[config.mk]
export PLATFORM = sky130hd
export DESIGN_NAME = axi_burst_arbiter
export DESIGN_NICKNAME = d
export VERILOG_FILES = /design/src/source/axi_ram_pkg.sv /design/src/source/axi_burst_arbiter.sv
export SDC_FILE = /design/constraint.sdc
export NUM_CORES = 1
export LEC_CHECK = 0
export ABC_AREA = 1
export BUFFER_PORTS_ARGS = -buffer_cell sky130_fd_sc_hd__clkbuf_2
export CAP_MARGIN = 20
export CORE_AREA = 2 2 162 164
export DETAILED_ROUTE_END_ITERATION = 6
export DIE_AREA = 0 0 164 166
export HOLD_SLACK_MARGIN = 0.08
export SYNTH_ARGS = -nofsm -noshare
export SYNTH_HDL_FRONTEND = slang
export SYNTH_SLANG_ARGS = --single-unit
export TNS_END_PERCENT = 10
[constraint.sdc]
create_clock -name aclk -period 1.5 [get_ports aclk]
set_input_delay 0.3 -clock aclk [delete_from_list [all_inputs] [get_ports aclk]]
set_output_delay 0.3 -clock aclk [all_outputs]
set_load 0.02 [all_outputs]
[src/source/axi_ram_pkg.sv]
// Widths, memory depth and AXI channel structs shared by every block of the RAM subsystem
package axi_ram_pkg;

	////////////////////
	// Bus geometry
	localparam int ID_WIDTH = 4;
	localparam int DATA_WIDTH = 32;
	localparam int STRB_WIDTH = DATA_WIDTH / 8;

	////////////////////
	// Memory geometry
	localparam int MEMORY_DEPTH = 1024;
	// Byte offset bits inside one word
	localparam int ADDR_LSB = $clog2(STRB_WIDTH);
	localparam int ADDR_WIDTH = $clog2(MEMORY_DEPTH) + ADDR_LSB;

	////////////////////
	// Arbitration
	localparam int NUM_MASTERS = 2;
	localparam int MASTER_SEL_WIDTH = (NUM_MASTERS > 1) ? $clog2(NUM_MASTERS) : 1;

	// Only response code ever returned
	localparam logic [1:0] RESP_OKAY = 2'b00;

	// Write address beat, INCR at full width implied
	typedef struct packed {
		logic [ID_WIDTH-1:0] id;
		logic [ADDR_WIDTH-1:0] addr;
		logic [7:0] len;
	} axi_aw_t;

	// Write data beat
	typedef struct packed {
		logic [DATA_WIDTH-1:0] data;
		logic [STRB_WIDTH-1:0] strb;
		logic last;
	} axi_w_t;

	// Write response
	typedef struct packed {
		logic [ID_WIDTH-1:0] id;
		logic [1:0] resp;
	} axi_b_t;

	// Read address beat
	typedef struct packed {
		logic [ID_WIDTH-1:0] id;
		logic [ADDR_WIDTH-1:0] addr;
		logic [7:0] len;
	} axi_ar_t;

	// Read data beat
	typedef struct packed {
		logic [ID_WIDTH-1:0] id;
		logic [DATA_WIDTH-1:0] data;
		logic [1:0] resp;
		logic last;
	} axi_r_t;

endpackage

[src/source/axi_burst_arbiter.sv]
// Round-robin burst arbiter steering two AXI4 masters onto one slave, write and read granted apart
`timescale 1ns/100ps

module axi_burst_arbiter (
	input logic aclk,
	input logic aresetn,
	// Master side
	input axi_ram_pkg::axi_aw_t [axi_ram_pkg::NUM_MASTERS-1:0] m_aw,
	input logic [axi_ram_pkg::NUM_MASTERS-1:0] m_aw_valid,
	output logic [axi_ram_pkg::NUM_MASTERS-1:0] m_aw_ready,
	input axi_ram_pkg::axi_w_t [axi_ram_pkg::NUM_MASTERS-1:0] m_w,
	input logic [axi_ram_pkg::NUM_MASTERS-1:0] m_w_valid,
	output logic [axi_ram_pkg::NUM_MASTERS-1:0] m_w_ready,
	output axi_ram_pkg::axi_b_t [axi_ram_pkg::NUM_MASTERS-1:0] m_b,
	output logic [axi_ram_pkg::NUM_MASTERS-1:0] m_b_valid,
	input logic [axi_ram_pkg::NUM_MASTERS-1:0] m_b_ready,
	input axi_ram_pkg::axi_ar_t [axi_ram_pkg::NUM_MASTERS-1:0] m_ar,
	input logic [axi_ram_pkg::NUM_MASTERS-1:0] m_ar_valid,
	output logic [axi_ram_pkg::NUM_MASTERS-1:0] m_ar_ready,
	output axi_ram_pkg::axi_r_t [axi_ram_pkg::NUM_MASTERS-1:0] m_r,
	output logic [axi_ram_pkg::NUM_MASTERS-1:0] m_r_valid,
	input logic [axi_ram_pkg::NUM_MASTERS-1:0] m_r_ready,
	// Slave side
	output axi_ram_pkg::axi_aw_t s_aw,
	output logic s_aw_valid,
	input logic s_aw_ready,
	output axi_ram_pkg::axi_w_t s_w,
	output logic s_w_valid,
	input logic s_w_ready,
	input axi_ram_pkg::axi_b_t s_b,
	input logic s_b_valid,
	output logic s_b_ready,
	output axi_ram_pkg::axi_ar_t s_ar,
	output logic s_ar_valid,
	input logic s_ar_ready,
	input axi_ram_pkg::axi_r_t s_r,
	input logic s_r_valid,
	output logic s_r_ready
);

	logic [axi_ram_pkg::MASTER_SEL_WIDTH-1:0] wr_grant;
	logic [axi_ram_pkg::MASTER_SEL_WIDTH-1:0] wr_last;
	logic [axi_ram_pkg::MASTER_SEL_WIDTH-1:0] wr_pick;
	logic [axi_ram_pkg::MASTER_SEL_WIDTH-1:0] rd_grant;
	logic [axi_ram_pkg::MASTER_SEL_WIDTH-1:0] rd_last;
	logic [axi_ram_pkg::MASTER_SEL_WIDTH-1:0] rd_pick;
	logic wr_busy;
	logic rd_busy;

	// First requester after the previous winner; the previous winner comes last
	function automatic logic [axi_ram_pkg::MASTER_SEL_WIDTH-1:0] rr_pick(
		input logic [axi_ram_pkg::NUM_MASTERS-1:0] req,
		input logic [axi_ram_pkg::MASTER_SEL_WIDTH-1:0] last
	);
		int cand;
		logic [axi_ram_pkg::MASTER_SEL_WIDTH-1:0] pick;
		pick = last;
		for (int k = axi_ram_pkg::NUM_MASTERS; k >= 1; k--) begin
			cand = (int'(last) + k) % axi_ram_pkg::NUM_MASTERS;
			if (req[cand]) begin
				pick = cand[axi_ram_pkg::MASTER_SEL_WIDTH-1:0];
			end
		end
		return pick;
	endfunction

	////////////////////
	// Write path
	assign wr_pick = rr_pick(m_aw_valid, wr_last);
	// Address passes only while idle, the grant locks on its handshake
	assign s_aw = m_aw[wr_pick];
	assign s_aw_valid = !wr_busy && (|m_aw_valid);
	assign s_w = m_w[wr_grant];
	assign s_w_valid = wr_busy && m_w_valid[wr_grant];
	assign s_b_ready = wr_busy && m_b_ready[wr_grant];

	always_comb begin
		for (int i = 0; i < axi_ram_pkg::NUM_MASTERS; i++) begin
			m_aw_ready[i] = !wr_busy && s_aw_ready && (!(|m_aw_valid) || wr_pick == i);
			m_w_ready[i] = wr_busy && (wr_grant == i) && s_w_ready;
			m_b[i] = s_b;
			m_b_valid[i] = wr_busy && (wr_grant == i) && s_b_valid;
		end
	end

	always_ff @(posedge aclk or negedge aresetn) begin
		if (!aresetn) begin
			wr_busy <= 1'b0;
			wr_grant <= '0;
			// Port 0 wins the first tie
			wr_last <= '1;
		end else if (!wr_busy) begin
			if (s_aw_valid && s_aw_ready) begin
				wr_busy <= 1'b1;
				wr_grant <= wr_pick;
				wr_last <= wr_pick;
			end
		end else if (s_b_valid && s_b_ready) begin
			wr_busy <= 1'b0;
		end
	end

	////////////////////
	// Read path
	assign rd_pick = rr_pick(m_ar_valid, rd_last);
	assign s_ar = m_ar[rd_pick];
	assign s_ar_valid = !rd_busy && (|m_ar_valid);
	assign s_r_ready = rd_busy && m_r_ready[rd_grant];

	always_comb begin
		for (int i = 0; i < axi_ram_pkg::NUM_MASTERS; i++) begin
			m_ar_ready[i] = !rd_busy && s_ar_ready && (!(|m_ar_valid) || rd_pick == i);
			m_r[i] = s_r;
			m_r_valid[i] = rd_busy && (rd_grant == i) && s_r_valid;
		end
	end

	// Held until the beat carrying last is taken
	always_ff @(posedge aclk or negedge aresetn) begin
		if (!aresetn) begin
			rd_busy <= 1'b0;
			rd_grant <= '0;
			rd_last <= '1;
		end else if (!rd_busy) begin
			if (s_ar_valid && s_ar_ready) begin
				rd_busy <= 1'b1;
				rd_grant <= rd_pick;
				rd_last <= rd_pick;
			end
		end else if (s_r_valid && s_r_ready && s_r.last) begin
			rd_busy <= 1'b0;
		end
	end

endmodule

Word level (Yosys, flattened, before mapping)
Cells that the tools add are included.
- register bits after elaboration: 6
- input bits: 232
- word-level logic and storage cells: 100
- output and inout port bits: 190
- bitwise gates (word level): 10
- muxes and demuxes: 34
- order comparisons: 8
- add/subtract/negate cells: 4
- reductions and logical operators: 38
- operators by type and width (operator ; number):
    $mux W24 ; 4
    $mux W37 ; 2
    $mux W1 ; 28
    $logic_and A1 B1 Y1 ; 26
    $lt A2 B3 Y1 const B ; 4
    $lt A1 B2 Y1 const B ; 4
    $not A1 Y1 ; 6
    $add A1 B1 Y1 const B ; 4
    $and A1 B1 Y1 const A ; 4
    $logic_not A1 Y1 ; 4
    $logic_or A1 B1 Y1 ; 4
    $reduce_and A2 Y1 ; 2
    $reduce_or A2 Y1 ; 2

Depth between registers and ports, before layout
- word-level depth: 10
- mapped depth: 7
- depth with buffers taken out: 6

Worst setup path after synthesis
OpenSTA, ideal clock, no wires.
- kind: reg2out
- from: reg wr_last
- to: out s_aw[0] in the netlist's numbering
- required time: 1.200 ns
- slack: -0.138 ns
- arrival time: 1.338 ns
- buffers on the path: 1
- cell stages (with the launch flop): 6
- path through: dfstp_2 > inv_2 > nand2_2 > o21ai_4 > buf_6 > o21ai_0
- RTL lines (element ; RTL line ; text):
    from (decl) ; axi_burst_arbiter.sv:42 ; logic [axi_ram_pkg::MASTER_SEL_WIDTH-1:0] wr_last;
    from (signal assigned) ; axi_burst_arbiter.sv:96 ; wr_last <= wr_pick;
    to (decl) ; axi_burst_arbiter.sv:24 ; output axi_ram_pkg::axi_aw_t s_aw,

==> out/metrics.cfg <==
[status]
outcome=finished with violations
violations=negative setup slack

[cts]
cts_made_buffers=3
cts_root_buffer=clkbuf_16
cts_buffer_depth=2
cts_tree=yes
cts.clk_slew.worst_paths_ns=0.04
cts.htree.levels=1
clock_sinks=6
worstSkewPairLatency_ns=0.24

[timing]
setup_tns_ns=-18.15
slew_violations=0
layout_setup_ws_ns=-0.383
setup_viol=87
hold_ws_ns=0.306
tightestPinTransition_ns=0.256
period_needed_ns=1.88
min_period_over_period=1.26
finalHoldViolations=0
rsz0062_at_grt=true
max_slew_margin=0.829
skew_ns=0.000378
max_clock_freq_mhz=531

[synth]
synth-simple-area-share=0.323
yosysMostFrequentCell=nand2_1
synth_commonest_cells=185 x nand2_1, 91 x buf_4, 57 x inv_1
yosys.area.top_type=nand2_1
synth_xor_area_frac=0
synth_mux_area_frac=0
syn_area_per_cell_sq_um=5.63
ys_seq_area_frac=0.0626
synth_top_area_frac=0.285
synthTopCellsByArea=nand2_1 28%, buf_4 28%, o21ai_2 12%
synth_seq_cells=6
syn_inst=433
synth_compound_area_frac=0.177
synthAdderAreaFrac=0
synthArstFlopShare=1.00
synth_area_sq_um=2440
synth_edf_count=0
synthFlopType=dfrtp_1
syn_nets=665
synth_top_family_by_area=buffers and inverters
synth_warnings=0
yosysUniqueCellTypes=18

[critical_path]
arrival_ns=1.58
required_ns=1.20
critPathTopFamily=buffers and inverters
r2r_end=wr_grant$_DFFE_PN0P_
end_kind=primary output
critical_path.max_stage_delay_ns=0.53
cp.buffers_inverters=4
critical-path-slowest-cell=dfstp_2
start_kind=register
r2r_slack_ns=0.14
crit_chain=inv_2 -> o21ai_4 -> buf_6 -> clkbuf_16 -> nand2_1 -> o21ai_2 -> clkbuf_8
worstReg2RegStart=wr_last$_DFFE_PN1P_
worst-setup-path-type=register to primary output
crit_fanout=7
worstRegToRegCells=8

[power_and_ir_drop]
peakVddDrop_v=0.000598
p_leak_nw=2.76
finalPower_mw=7.45
power.density_nw_per_um2=1540

[detailed_routing]
avgViaCountPerCell=3.34
detail-route-antenna-nets=0
drtPass1Iterations=4
drc_errors=0
wl_mm=10.8
dr.first_iter.drc_count=53
via_count=3265
drt-wirelength-per-cell_microns=11.0

[finish]
final_util=0.189
diodes=0
final_nets=877
area_growth_syn_to_layout_pct=98.2
fillers=2875
drive_above_1_share=0.635

[global_route]
track_usage=0.0694
grt_first_pass_wirelength_mm=15.2
first_global_vias=3249
antenna_found_initial=0
grt_max_degree=42
grt-ovfl-total=0

[worst_hold_path]
whs_path_depth=3
holdPathEnd=rd_last$_DFFE_PN1P_
hold_class=input port to register
hold_start=s_ar_ready

[die]
core_area_sq_um=25600
die_w_microns=164
start_util=0.0951
ios=422
die_h_microns=166
num_rows=59
dieArea_sq_um=27200

[placement]
hpwl_mm=8.37
io_buffers=289
gp_congestion=0.754

[run]
cap_violations=0

[cell type report]
class / count / area, sq um / area share
Sequential cell: 6 / 154 / 0.0319
Inverter: 60 / 225 / 0.0466
Tap cell: 335 / 419 / 0.0868
Clock buffer: 3 / 75.1 / 0.0155
Multi-Input combinational cell: 258 / 1410 / 0.291
Timing Repair Buffer: 316 / 2550 / 0.528
[what timing repair did]
item	in CTS	in global routing
setup endpoints to repair	91	97
setup buffers	2	2
gates resized for setup	170	102
hold endpoints to repair	4	0
pin swaps	1	3
hold buffers	1	0
cloned	1	6
[sequential cells by signal, indices dropped and copies added, names as in the netlist]
signal and flops:
rd_busy 1, rd_grant 1, rd_last 1, wr_busy 1, wr_grant 1, wr_last 1
[where the power goes]
part           internal, mW  total (mW)  switching [mW]
clock                 0.345       0.457           0.113
sequential            0.258       0.320          0.0620
combinational          3.22        6.67            3.45
total                  3.82        7.45            3.63
[worst register-to-register path: stages, from the launching register on]
cell and delay (ns):
dfstp_2 0.53, inv_2 0.05, nand2_2 0.08, o21ai_4 0.07
buf_6 0.13, clkbuf_16 0.15, buf_4 0.13, nand3_2 0.06
nand2_1 0.05
[cells in the final DEF, fill, tap and decap left out, types with 2 or more instances in the layout]
cell,count
nor3_1,2
nand3_2,2
nor2_1,4
a21oi_2,4
a21oi_1,2
nand2_1,154
buf_6,12
buf_12,6
inv_1,56
clkbuf_4,4
clkbuf_2,194
o21ai_2,31
buf_8,9
dfrtp_1,3
inv_2,4
clkbuf_8,59
buf_4,23
buf_2,2
nand2_2,29
nand3_1,3
o21ai_4,9
nor2_2,3
nand2_4,4
o21ai_1,9
dfstp_2,2
clkbuf_16,8
[kinds of logic (layout without fill, tap and decap cells)]
family                 after synthesis  count (layout)
AOI/OAI and AO/OA                   56              56
buffers and inverters              169             379
DFF                                  6               6
and+or+nand+nor                    202             202
[routing by layer]
layer / vias up / routed length [microns] / GRT usage / share of wire
met3: 39 / 1140 / 0.0227 / 0.11
met1: 1408 / 3570 / 0.0631 / 0.33
met5: - / 0 / 0 / 0
met4: 0 / 409 / 0.0339 / 0.038
met2: 197 / 5640 / 0.135 / 0.52
li1: 1621 / - / - / -
[how the worst max path moves through the flow]
stage / start / endpoint / slack [ns] / cells past startpoint
6_report: wr_last$_DFFE_PN1P_ / s_aw[10] / -0.38 / 7
5_1_grt: wr_last$_DFFE_PN1P_ / s_aw[10] / -0.43 / 7
4_1_cts: wr_last$_DFFE_PN1P_ / s_aw[19] / -0.39 / 7
3_5_place_dp: wr_last$_DFFE_PN1P_ / s_aw[19] / -0.15 / 6
3_3_place_gp: wr_last$_DFFE_PN1P_ / s_aw[15] / -0.12 / 6
2_1_floorplan: wr_last$_DFFE_PN1P_ / s_aw[0] / -0.14 / 5
[per-stage QoR]
stage          worst slack (ns)  instance area [sq um]  cells
4_1_cts                  -0.391                   4430    970
3_5_place_dp             -0.154                   3640    963
3_3_place_gp             -0.116                   3640    963
5_1_grt                  -0.428                   4830    978
2_1_floorplan            -0.138                   2440    433
6_report                 -0.383                   4830    978
Note: power is estimated with default switching activity, not from simulation.
