File: src/source/axi_skid_buffer.sv
// Two-entry register slice for one valid/ready channel, instantiated once per AXI channel type
`timescale 1ns/100ps

module axi_skid_buffer #(
	parameter type payload_t = logic
) (
	input logic aclk,
	input logic aresetn,
	input payload_t in_data,
	input logic in_valid,
	output logic in_ready,
	output payload_t out_data,
	output logic out_valid,
	input logic out_ready
);

	payload_t skid_data;
	logic skid_valid;
	logic main_load;

	// Output register is empty or being drained this cycle
	assign main_load = !out_valid || out_ready;

	// Stop accepting only once the skid entry is occupied too
	assign in_ready = !skid_valid;

	////////////////////
	// Fill state
	always_ff @(posedge aclk or negedge aresetn) begin
		if (!aresetn) begin
			out_valid <= 1'b0;
			skid_valid <= 1'b0;
		end else if (main_load) begin
			// Skid entry drains first so order holds
			out_valid <= skid_valid || in_valid;
			skid_valid <= 1'b0;
		end else if (in_valid && in_ready) begin
			skid_valid <= 1'b1;
		end
	end

	////////////////////
	// Payload
	always_ff @(posedge aclk) begin
		if (main_load) begin
			out_data <= skid_valid ? skid_data : in_data;
		end
		// Output stalled, park the incoming item
		if (!main_load && in_valid && in_ready) begin
			skid_data <= in_data;
		end
	end

endmodule

File: config.mk
export PLATFORM = sky130hd
export DESIGN_NAME = axi_skid_buffer
export DESIGN_NICKNAME = d
export VERILOG_FILES = /design/src/source/axi_skid_buffer.sv
export SDC_FILE = /design/constraint.sdc
export NUM_CORES = 1
export LEC_CHECK = 0
export BUFFER_PORTS_ARGS = -buffer_cell sky130_fd_sc_hd__buf_2
export CORE_AREA = 3 3 40 42
export CTS_CLUSTER_SIZE = 8
export DETAILED_ROUTE_END_ITERATION = 6
export DIE_AREA = 0 0 43 45
export PLACE_DENSITY = 0.4
export SYNTH_ARGS = -nofsm -noshare
export SYNTH_HDL_FRONTEND = slang
export SYNTH_SLANG_ARGS = --single-unit
File: constraint.sdc
create_clock -name aclk -period 2.3 [get_ports aclk]
set_input_delay 0.345 -clock aclk [delete_from_list [all_inputs] [get_ports aclk]]
set_output_delay 0.345 -clock aclk [all_outputs]
set_load 0.01 [all_outputs]
### After elaboration in Yosys (flattened, before gate mapping)

Index checks and enable logic that the tools add are counted.

* muxes and demuxes: 3
* reduce and logical (&&, ||, !) cells: 9

Operators by type and width (number)
* 1-bit logical AND: 3
* 1-bit logical NOT: 3
* 1-bit two-way mux: 3
* 1-bit logical OR: 2
* 2-bit nonzero test: 1

* word-level logic and storage cells: 16
* input bits: 5
* flip-flop bits (word level): 4

### Depth between registers and ports, before layout

Gate-level depths: netlist (run 1).

* depth in word-level cells: 5
* gate-level depth with buffers: 2

### Worst setup path before layout (run 1)

Ideal clock, no wire load.

* kind: register to register
* start point: register out_valid
* end point: register skid_data (enable)
* required time: 1995 ps
* stages on the path, launching flop included: 3
* data arrival time: 656 ps
* setup time: 305 ps
* buffers on the path: 0
* setup slack: 1340 ps
* cells stage by stage: dfrtp_1 nand2b_4 nor3b_2

* cells in the longest elaborated chain, start to end: 5

Ends and longest elaborated chain
* start, declared: RTL line 13 `output logic out_valid,`
* start signal, assigned: RTL line 35 `out_valid <= skid_valid || in_valid;`
* 1-bit logical NOT: RTL line 22 `assign main_load = !out_valid || out_ready;`
* 1-bit logical OR: RTL line 22
* via main_load: RTL line 19 `logic main_load;`
* 1-bit logical NOT: RTL line 49 `if (!main_load && in_valid && in_ready) begin`
* 1-bit logical AND (2 in a row): RTL line 49
* end signal, assigned: RTL line 50 `skid_data <= in_data;`
* end, declared: RTL line 17 `payload_t skid_data;`

The timed path passes the listed nets, and every way through them passes these cells.
A chain may end at the register's enable or synchronous reset.

### Worst setup path in the final report (run 1)

* start point: register skid_valid
* end point: output in_ready

* cells in the longest elaborated chain, start to end: 1

Ends and longest elaborated chain
* start, declared: RTL line 18 `logic skid_valid;`
* start signal, assigned: RTL line 32 `skid_valid <= 1'b0;`
* start signal, assigned: RTL line 36 `skid_valid <= 1'b0;`
* start signal, assigned: RTL line 38 `skid_valid <= 1'b1;`
* 1-bit logical NOT: RTL line 25 `assign in_ready = !skid_valid;`
* end, declared: RTL line 11 `output logic in_ready,`

No other way between the ends.

==> results of run 1 <==
## worst max-delay path, cell delays in order (launching register included)
cell and delay [ns]:
dfrtp_1 0.42, inv_1 0.07, buf_2 0.12
## repair_timing
item                                    CTS  global route
hold buffers                              1             0
hold endpoints to repair                  2             0
endpoints found under the setup margin    0             0
## cell usage in the layout, fill, tap and decap left out, drive strengths merged, types with 2 or more instances in the layout
cell type / instances
clkbuf: 4
buf: 7
dfrtp: 2
nor2: 2
edfxtp: 2
## area by class of cell
type | count | area, um^2
multi-input cells | 6 | 52.55
inverters | 1 | 3.754
well taps | 15 | 18.77
clock buffers | 4 | 26.28
fillers | 143 | 1028
flip-flops and latches | 4 | 110.1
repair buffers | 8 | 45.04
## sequential cells by signal, indices dropped and copies added, names as in the netlist
| signal | flops |
|---|---|
| out_data | 1 |
| out_valid | 1 |
| skid_data | 1 |
| skid_valid | 1 |
## final timing paths
kind / to / start / cells past startpoint / slack [ns]
setup / recovery: in_ready / skid_valid / 2 / 1.11
hold / removal: skid_data / in_data / 1 / 0.30
setup reg to reg: out_data / skid_valid / 1 / 1.32
hold reg to reg: out_valid / out_valid / 2 / 0.55
max in group asynchronous: out_valid / aresetn / 2 / 1.78
min in group asynchronous: skid_valid / aresetn / 2 / 0.42
## where the power goes
group,switching (mW),internal [mW]
Sequential,0.00413,0.0815
Clock,0.0342,0.0654
Combinational,0.00996,0.0126
## cells by family after synthesis
group / share of synthesized area [%]
buf+inv: 2.253
flops: 66.17
mux: 9.020
simple gates: 22.55
## per-layer routing
layer  vias up  track usage, %  wire length (um)
met5         -               0                 0
met3         0           7.968                76
met4         0               0                 0
li1         59               -                 -
met2        11           6.287               138
met1        56           4.167               161
==> summary.md, run 1 <==
| Metric | Value |
|---|---|
| Syn Inst Count | `11` |
| Hold Fails Final Rpt | `0` |
| 1st-iter DRT viols | `4` |
| Io pins | `8` |
| Post-route ant nets | `0` |
| Max FO, Critical Path | `4` |
| H-tree levels | `1` |
| Slew margin rel. | `87.71%` |
| DIE HEIGHT | `45 um` |
| Pwr Total | `0.2078 mW` |
| Area growth syn-to-layout | `54.13%` |
| Setup WS post-layout | `about 1.1 ns` |
| Skew final | `0.01036 ns` |
| DRT Pass-1 Iters | `2` |
| CTS tree | `done` |
| Synthesized flop and latch total | `4` |
| Yosys top cell area share | `between 30% and 40%` |
| Critical Path Sink Type | `output port` |
| Crit Path Class | `reg2out` |
| Unrepaired setup endpoints after global routing | `no` |
| Synth Flop Type | `edfxtp_1` |
| Total grt overflow | `0` |
| Placed cell area | `around 220 um^2` |
| Clock latency on the worst-skew pair | `0.25 ns` |
| Synth Area per Inst | `15.13 um^2` |
| Worst-path clk slew | `0.05 ns` |
| IO Port Bufs | `7` |
| Synth top area cells | `edfxtp_1 (36%), dfrtp_1 (30%), mux2_4 (9.0%)` |
| Largest net degree at the start of global routing | `5` |
| YS warnings | `0` |
| Final Max Tran Viols | `0` |
| CTS Buf Count | `3` |
| Power Density | `approximately 810 nW/um^2` |
| CP required | `1.96 ns` |
| Die ar. | `between 1500 and 2000 um^2` |
| Status | `finished clean` |
| FMAX | `838.8 MHz` |
| Initial antenna violation count | `0` |
| MaxCap Viol Count | `0` |
| WL/cell | `about 9.9 um` |
| Worst Hold Margin | `0.3019 ns` |
| CP Launch Type | `register` |
| First-pass GRT wire length | `607 um` |
| Share of flip-flops with an asynchronous set or reset | `approximately 50%` |
| Fin crit period | `~1.2 ns` |
| Worst hold path type | `in2reg` |
| Nets | `29` |
| Post-CTS setup buffer count | `0` |
| Leak pwr | `0.1158 nW` |
| Share of cells above drive strength 1 | `56.52%` |
| Worst-Margin Slew | `0.1843 ns` |
| DR vias | `126` |
| ANT cells | `0` |
| Design area | `256.5 um^2` |
| Initial Util | `12.95%` |
| Global Route Usage Sum | `approximately 4.9%` |
| Die Wd | `43 um` |
| Vias per Instance | `3.316` |
| Vias in the first global route | `144` |
| Cts repair resizes | `0` |
| Clock Path Buffers | `2` |
| Clk Tree Root Cell | `clkbuf_4` |
| Most frequent cells after synthesis | `dfrtp_1 (2), edfxtp_1 (2), nor2_1 (2)` |
| Gpl congestion | `between 0.6 and 0.7` |
| TNS Setup | `0 ns` |
| Site Rows | `13` |
| Period utilization | `51.84%` |
| Final setup vio count | `0` |
| Clock sink total | `4` |
| Core area | `1285 um^2` |
| Post-synth EDFFs | `2` |
| CP arrival | `about 0.85 ns` |
| DP Worst Slack | `1.216 ns` |
| Synth unique cells | `8` |
| Seq/Total Area, Yosys | `between 60 and 70%` |
| Total wire length | `approximately 380 um` |
| Cell taking the most area after synthesis | `edfxtp_1` |
| Placed Cells | `33` |
| VDD IR-drop max | `0.3616 mV` |
| Post-Layout Cell Count | `38` |
| Fin util | `19.96%` |
| # DRC | `0` |
| Mapped cell area | `166.4 um^2` |
| Syn Nets | `16` |
(Power assumes the default switching activity.)
==> run 2, diff against run 1 <==
--- a/config.mk
+++ b/config.mk
@@ -5,12 +5,13 @@
 export SDC_FILE = /design/constraint.sdc
 export NUM_CORES = 1
 export LEC_CHECK = 0
+export ABC_AREA = 1
 export BUFFER_PORTS_ARGS = -buffer_cell sky130_fd_sc_hd__buf_2
 export CORE_AREA = 3 3 40 42
 export CTS_CLUSTER_SIZE = 8
 export DETAILED_ROUTE_END_ITERATION = 6
 export DIE_AREA = 0 0 43 45
-export PLACE_DENSITY = 0.4
+export PLACE_DENSITY = 0.39
 export SYNTH_ARGS = -nofsm -noshare
 export SYNTH_HDL_FRONTEND = slang
 export SYNTH_SLANG_ARGS = --single-unit
==> constraint.sdc (replaced) <==
create_clock -name aclk -period 1.19 [get_ports aclk]
set_input_delay 0.1785 -clock aclk [delete_from_list [all_inputs] [get_ports aclk]]
set_output_delay 0.1785 -clock aclk [all_outputs]
set_load 0.01 [all_outputs]
==> summary.md, run 2 <==
| Metric | Value |
|---|---|
| Filler cells | `156 (was 143)` |
| Slew margin rel. | `91.49% (was 87.71%)` |
| Global Route Usage Sum | `4.606% (was 4.858%)` |
| Buf/Inv on CP | `2 (unchanged)` |
| Syn Inst Count | `15 (was 11)` |
| Post-synth EDFFs | `2 (unchanged)` |
| Vias per Instance | `3.238 (was 3.316)` |
| Final Max Tran Viols | `0 (unchanged)` |
| First-pass GRT wire length | `586 um (was 607 um)` |
| Crit Path Class | `reg2out (unchanged)` |
| DRT Pass-1 Iters | `2 (unchanged)` |
| CP arrival | `0.82 ns (was 0.85 ns)` |
| FMAX | `1005 MHz` |
| Die ar. | `1935 um^2 (unchanged)` |
| Yosys top cell area share | `39.02% (was 36.09%)` |
| WL/cell | `7.452 um (was 9.868 um)` |
| Worst-path clk slew | `0.04 ns (was 0.05 ns)` |
| Gpl congestion | `0.6386 (was 0.6603)` |
| Crit. path cell count | `2 (unchanged)` |
| Die Wd | `43 um (unchanged)` |
| Power Density | `1579 nW/um^2 (was 810.1 nW/um^2)` |
| Area growth syn-to-layout | `58.54% (was 54.13%)` |
| DPL Wire Length | `253.7 um` |
| Cts repair resizes | `0 (unchanged)` |
| IO Port Bufs | `7 (unchanged)` |
| DIE HEIGHT | `45 um (unchanged)` |
| Mapped cell area | `153.9 um^2 (was 166.4 um^2)` |
| Worst-Margin Slew | `0.1272 ns (was 0.1843 ns)` |
| Initial antenna violation count | `0 (unchanged)` |
| Total wire length | `313 um (was 375 um)` |
| Nets | `33 (was 29)` |
| CTS tree | `done (unchanged)` |
| Site Rows | `13 (unchanged)` |
| Synth Flop Type | `edfxtp_1 (unchanged)` |
| YS warnings | `0 (unchanged)` |
| Seq/Total Area, Yosys | `71.54% (was 66.17%)` |
| Synth top area cells | `edfxtp_1 (39%), dfrtp_1 (33%), nand2_1 (12%) (was edfxtp_1 (36%), dfrtp_1 (30%), mux2_4 (9.0%))` |
| Worst hold path type | `in2reg (unchanged)` |
| Share of cells above drive strength 1 | `44.44% (was 56.52%)` |
| Critical Path Sink Type | `output port (unchanged)` |
| Largest net degree at the start of global routing | `5 (unchanged)` |
| Synthesized flop and latch total | `4 (unchanged)` |
| CP max stage delay | `0.39 ns (was 0.42 ns)` |
| Synth unique cells | `7 (was 8)` |
| Period utilization | `around 84%` |
| Most frequent cells after synthesis | `nand2_1 (5), nor2_1 (3), dfrtp_1 (2), edfxtp_1 (2) (was dfrtp_1 (2), edfxtp_1 (2), nor2_1 (2))` |
| Hold Fails Final Rpt | `0 (unchanged)` |
| CTS Hold Bufs | `1 (unchanged)` |
| Cell taking the most area after synthesis | `edfxtp_1 (unchanged)` |
| Leak pwr | `0.1186 nW (was 0.1158 nW)` |
| 1st-iter DRT viols | `1 (was 4)` |
| Unrepaired setup endpoints after global routing | `no (unchanged)` |
| TNS Setup | `0 ns (unchanged)` |
| Clock sink total | `4 (unchanged)` |
| Worst Reg-to-Reg Cells | `3 (was 1)` |
| Clock Path Buffers | `2 (unchanged)` |
| Core area | `1285 um^2 (unchanged)` |
| Syn Nets | `20 (was 16)` |
| Most common cell in the netlist | `nand2_1` |
| Final setup vio count | `0 (unchanged)` |
| H-tree levels | `1 (unchanged)` |
| VDD IR-drop max | `0.5778 mV (was 0.3616 mV)` |
| Status | `finished clean (unchanged)` |
| Initial Util | `11.98% (was 12.95%)` |
| Vias in the first global route | `135 (was 144)` |
| Post-route ant nets | `0 (unchanged)` |
| CP max stage cell | `dfrtp_1 (unchanged)` |
| Hold depth | `1 (unchanged)` |
| Share of flip-flops with an asynchronous set or reset | `50.00% (unchanged)` |
| Post-CTS setup buffer count | `0 (unchanged)` |
| Commonest cells after routing, fill and taps aside | `buf_2 (7), nand2_1 (5), nor2_1 (3), clkbuf_4 (3) (was buf_2 (7), clkbuf_4 (3), nor2_1 (2), edfxtp_1 (2), dfrtp_1 (2))` |
| Clock latency on the worst-skew pair | `0.23 ns (was 0.25 ns)` |
| MaxCap Viol Count | `0 (unchanged)` |
| CTS Buf Count | `3 (unchanged)` |
| Synth Area per Inst | `10.26 um^2 (was 15.13 um^2)` |
| Skew final | `0.006431 ns (was 0.01036 ns)` |
| # DRC | `0 (unchanged)` |
| Critical path cell sequence | `inv_2 -> buf_2 (was inv_1 -> buf_2)` |
| CP Launch Type | `register (unchanged)` |
| ANT cells | `0 (unchanged)` |
| DR vias | `136 (was 126)` |
| Commonest non-fill, non-tap cell in the layout | `buf_2 (unchanged)` |
| Total grt overflow | `0 (unchanged)` |
| CP required | `1.01 ns (was 1.96 ns)` |
| Worst Hold Margin | `0.1425 ns (was 0.3019 ns)` |
| Top Family by Delay on Critical Path | `flip-flops (unchanged)` |
| Io pins | `8 (unchanged)` |
| Max FO, Critical Path | `3 (was 4)` |
| Fin crit period | `0.9953 ns` |
| Clk Tree Root Cell | `clkbuf_4 (unchanged)` |
[run 2: cell count changes after synthesis, sizes merged]
cell	change
nand2b	-1
nor3b	-1
nor2	+1
inv	+1
nand2	+5
mux2	-1
[run 2: kinds of logic (layout without fill, tap and decap cells)]
logic type,Yosys count,in the layout,share of synthesized area [%]
buffers and inverters,2,14,4.873
DFF,4,4,71.55
and+or+nand+nor,9,9,23.58
[run 2: cell type report]
type	instances	area [um^2]	area share (%)
Clock buffer	4	26.28	10.77
Inverter	2	7.507	3.077
Multi-Input combinational cell	9	36.28	14.87
Sequential cell	4	110.1	45.13
Tap cell	15	18.77	7.692
Timing Repair Buffer	8	45.04	18.46
[run 2: per-stage QoR]
| step | cell area [um^2] | instances | setup slack [ns] | utilization [%] | total power [mW] |
|---|---|---|---|---|---|
| after detailed placement | 207.7 | 37 | 0.3032 | 16.16 | 0.2040 |
| after global placement | 207.7 | 37 | 0.3151 | 16.16 | 0.2021 |
| after global routing | 244.0 | 42 | 0.1326 | 18.99 | 0.4199 |
| after floorplan | 153.9 | 15 | 0.3001 | - | 0.1841 |
| final | 244.0 | 42 | 0.1947 | 18.99 | 0.3852 |
| after CTS | 244.0 | 42 | 0.1799 | 18.99 | 0.3979 |
[run 2: path summary, 6_finish.rpt]
check                        endpoint  slack, ns  startpoint
min reg2reg                 out_valid       0.52   out_valid
max reg2reg                 skid_data       0.31  skid_valid
min                         skid_data       0.14     in_data
max in group asynchronous  skid_valid       0.83     aresetn
min in group asynchronous   out_valid       0.26     aresetn
max                          in_ready       0.19  skid_valid
[run 2: where the power goes]
group          switching, mW  internal (mW)  total, mW
clock network         0.0555          0.126      0.181
registers            0.00489          0.158      0.163
logic                 0.0226         0.0184     0.0410
total                 0.0830          0.302      0.385
[run 2: metal layers]
| metal | track usage (%) | up-vias | share of wire, % |
|---|---|---|---|
| met5 | 0 | - | 0 |
| met4 | 1.807 | 0 | 1.6 |
| met3 | 6.773 | 2 | 19 |
| met2 | 4.790 | 10 | 27 |
| met1 | 4.657 | 54 | 51 |
| li1 | - | 70 | - |
==> run 3, diff against run 2 <==
--- a/config.mk
+++ b/config.mk
@@ -11,7 +11,7 @@
 export CTS_CLUSTER_SIZE = 8
 export DETAILED_ROUTE_END_ITERATION = 6
 export DIE_AREA = 0 0 43 45
-export PLACE_DENSITY = 0.39
+export PLACE_DENSITY = 0.4
 export SYNTH_ARGS = -nofsm -noshare
 export SYNTH_HDL_FRONTEND = slang
 export SYNTH_SLANG_ARGS = --single-unit
==> constraint.sdc (replaced) <==
create_clock -name aclk -period 0.9 [get_ports aclk]
set_input_delay 0.135 -clock aclk [delete_from_list [all_inputs] [get_ports aclk]]
set_output_delay 0.135 -clock aclk [all_outputs]
set_load 0.01 [all_outputs]
==> summary.md, run 3 (synthesized netlist as in run 2, its figures left out) <==
| Metric | Value |
|---|---|
| R2R Setup Slk | `0 ns (was 0.31 ns)` |
| Io pins | `8 (unchanged)` |
| Fin crit period | `slightly above 0.9 ns` |
| Status | `complete, but fails checks (was finished clean)` |
| WL/cell | `8.581 um (was 7.452 um)` |
| H-tree levels | `1 (unchanged)` |
| Initial antenna violation count | `0 (unchanged)` |
| Final setup vio count | `2 (was 0)` |
| Vias per Instance | `3.349 (was 3.238)` |
| CP arrival | `0.79 ns (was 0.82 ns)` |
| CP required | `0.76 ns (was 1.01 ns)` |
| Post-Layout Cell Count | `43 (was 42)` |
| Placed cell area | `207.7 um^2 (unchanged)` |
| Leak pwr | `0.1301 nW (was 0.1186 nW)` |
| Post-route ant nets | `0 (unchanged)` |
| Largest net degree at the start of global routing | `5 (unchanged)` |
| VDD IR-drop max | `0.3650 mV (was 0.5778 mV)` |
| DRT Pass-1 Iters | `3 (was 2)` |
| Die ar. | `1935 um^2 (unchanged)` |
| Worst hold path type | `in2reg (unchanged)` |
| Placed Cells | `37 (unchanged)` |
| Worst-path clk slew | `0.04 ns (about the same)` |
| # DRC | `0 (unchanged)` |
| Hold Fails Final Rpt | `0 (unchanged)` |
| Max FO, Critical Path | `3 (unchanged)` |
| Crit Path Class | `reg2out (unchanged)` |
| Setup WS post-layout | `-0.02438 ns (was 0.1947 ns)` |
| Filler cells | `149 (was 156)` |
| Design area | `264.0 um^2 (was 244.0 um^2)` |
| Vias in the first global route | `131 (was 135)` |
| Clk Tree Root Cell | `clkbuf_4 (unchanged)` |
| Clock sink total | `4 (unchanged)` |
| Worst Reg-to-Reg Cells | `3 (unchanged)` |
| Pwr Total | `0.5129 mW (was 0.3852 mW)` |
| CTS tree | `done (unchanged)` |
| Initial Util | `11.98% (unchanged)` |
| Total wire length | `369 um (was 313 um)` |
| DR vias | `144 (was 136)` |
| Critical R2R Capture | `skid_data (unchanged)` |
| Final Max Tran Viols | `0 (unchanged)` |
| Worst Hold Margin | `0.09097 ns (was 0.1425 ns)` |
| Unrepaired setup endpoints after global routing | `yes (was no)` |
| Clock latency on the worst-skew pair | `0.24 ns (was 0.23 ns)` |
| IO Port Bufs | `7 (unchanged)` |
| Total grt overflow | `0 (unchanged)` |
| Global Route Usage Sum | `4.778% (was 4.606%)` |
| MaxCap Viol Count | `0 (unchanged)` |
| Commonest non-fill, non-tap cell in the layout | `buf_2 (unchanged)` |
| DPL Wire Length | `274.5 um (was 253.7 um)` |
| Share of cells above drive strength 1 | `53.57% (was 44.44%)` |
| CP startpoint | `skid_valid (unchanged)` |
| Worst-Margin Slew | `0.1009 ns (was 0.1272 ns)` |
| CP Launch Type | `register (unchanged)` |
| Site Rows | `13 (unchanged)` |
| Die Wd | `43 um (unchanged)` |
| Hold_sp | `in_data (unchanged)` |
| FMAX | `1082 MHz` |
| Core area | `1285 um^2 (unchanged)` |
| Critical Path Sink Type | `output port (unchanged)` |
| DP Worst Slack | `0.01347 ns (was 0.3032 ns)` |
| 1st-iter DRT viols | `3 (was 1)` |
| ANT cells | `0 (unchanged)` |
| Failing checks | `setup timing` |
| Commonest cells after routing, fill and taps aside | `buf_2 (6), nand2_1 (5), clkbuf_4 (3) (was buf_2 (7), nand2_1 (5), nor2_1 (3), clkbuf_4 (3))` |
| CTS Buf Count | `3 (unchanged)` |
| Area growth syn-to-layout | `71.54% (was 58.54%)` |
| Gpl congestion | `0.6905 (was 0.6386)` |
| Period utilization | `102.7%` |
| First-pass GRT wire length | `558 um (was 586 um)` |
| Power Density | `1943 nW/um^2 (was 1579 nW/um^2)` |
| Slew margin rel. | `93.26% (was 91.49%)` |
| Skew final | `0.004462 ns (was 0.006431 ns)` |
| Worst r2r src | `skid_valid (unchanged)` |
| DIE HEIGHT | `45 um (unchanged)` |
| Clock Path Buffers | `2 (unchanged)` |
| Worst setup endpoint | `in_ready (unchanged)` |
| Nets | `35 (was 33)` |
## run 3: cell count changes in the layout (fill, tap and decap cells not counted)
| cell | change |
|---|---|
| nor2_2 | +1 |
| buf_4 | +2 |
| buf_6 | +1 |
| nor2_1 | -1 |
| clkbuf_1 | -1 |
| buf_2 | -1 |
## run 3: per-stage QoR
stage / setup TNS, ns / util (%)
finish: -0.02481 / 20.55
global route: -0.1658 / 20.55
CTS: -0.03075 / 19.77
detailed placement: 0 / 16.16
global placement: 0 / 16.16
floorplan: 0 / -
## run 3: cell type report
type,count,area (um^2),area share [%]
sequential,4,110.1,41.71
timing repair buffer,10,66.31,25.12
multi-input combinational,9,38.79,14.69
clock buffer,3,22.52,8.531
tap,15,18.77,7.109
inverter,2,7.507,2.844
## run 3: repair_timing
action / 4_1_cts / 5_1_grt
pin swaps: 0 / 2
hold buffers: 1 / 0
endpoints found under the setup margin: 2 / 6
setup buffers: 1 / 1
hold endpoints to repair: 2 / 0
resized for setup: 1 / 1
## run 3: how the worst min path moves through the flow
| stage | end | slack [ns] | cells after the start |
|---|---|---|---|
| floorplan | out_valid | -0.16 | 0 |
| finish | skid_data | 0.09 | 1 |
| detailed placement | skid_valid | -0.08 | 1 |
| CTS | skid_data | 0.09 | 1 |
| global placement | skid_valid | -0.08 | 1 |
| global route | skid_data | 0.09 | 1 |
## run 3: routing by layer
metal | vias to the layer above | global-route usage, % | routed length [um]
li1 | 72 | - | -
met5 | - | 0 | 0
met2 | 10 | 4.192 | 119
met4 | 0 | 9.036 | 21
met1 | 58 | 4.668 | 167
met3 | 4 | 3.586 | 61
## run 3: worst max-delay path: stages, from the launching register on
cell and delay, ns:
dfrtp_1 0.38, inv_2 0.08, buf_6 0.10
## run 3: power by group
part | switching (mW) | internal (mW) | leakage [nW]
Sequential | 0.00581 | 0.209 | 0.0425
Combinational | 0.0346 | 0.0369 | 0.0738
Clock | 0.0772 | 0.149 | 0.0138
Total | 0.118 | 0.395 | 0.130
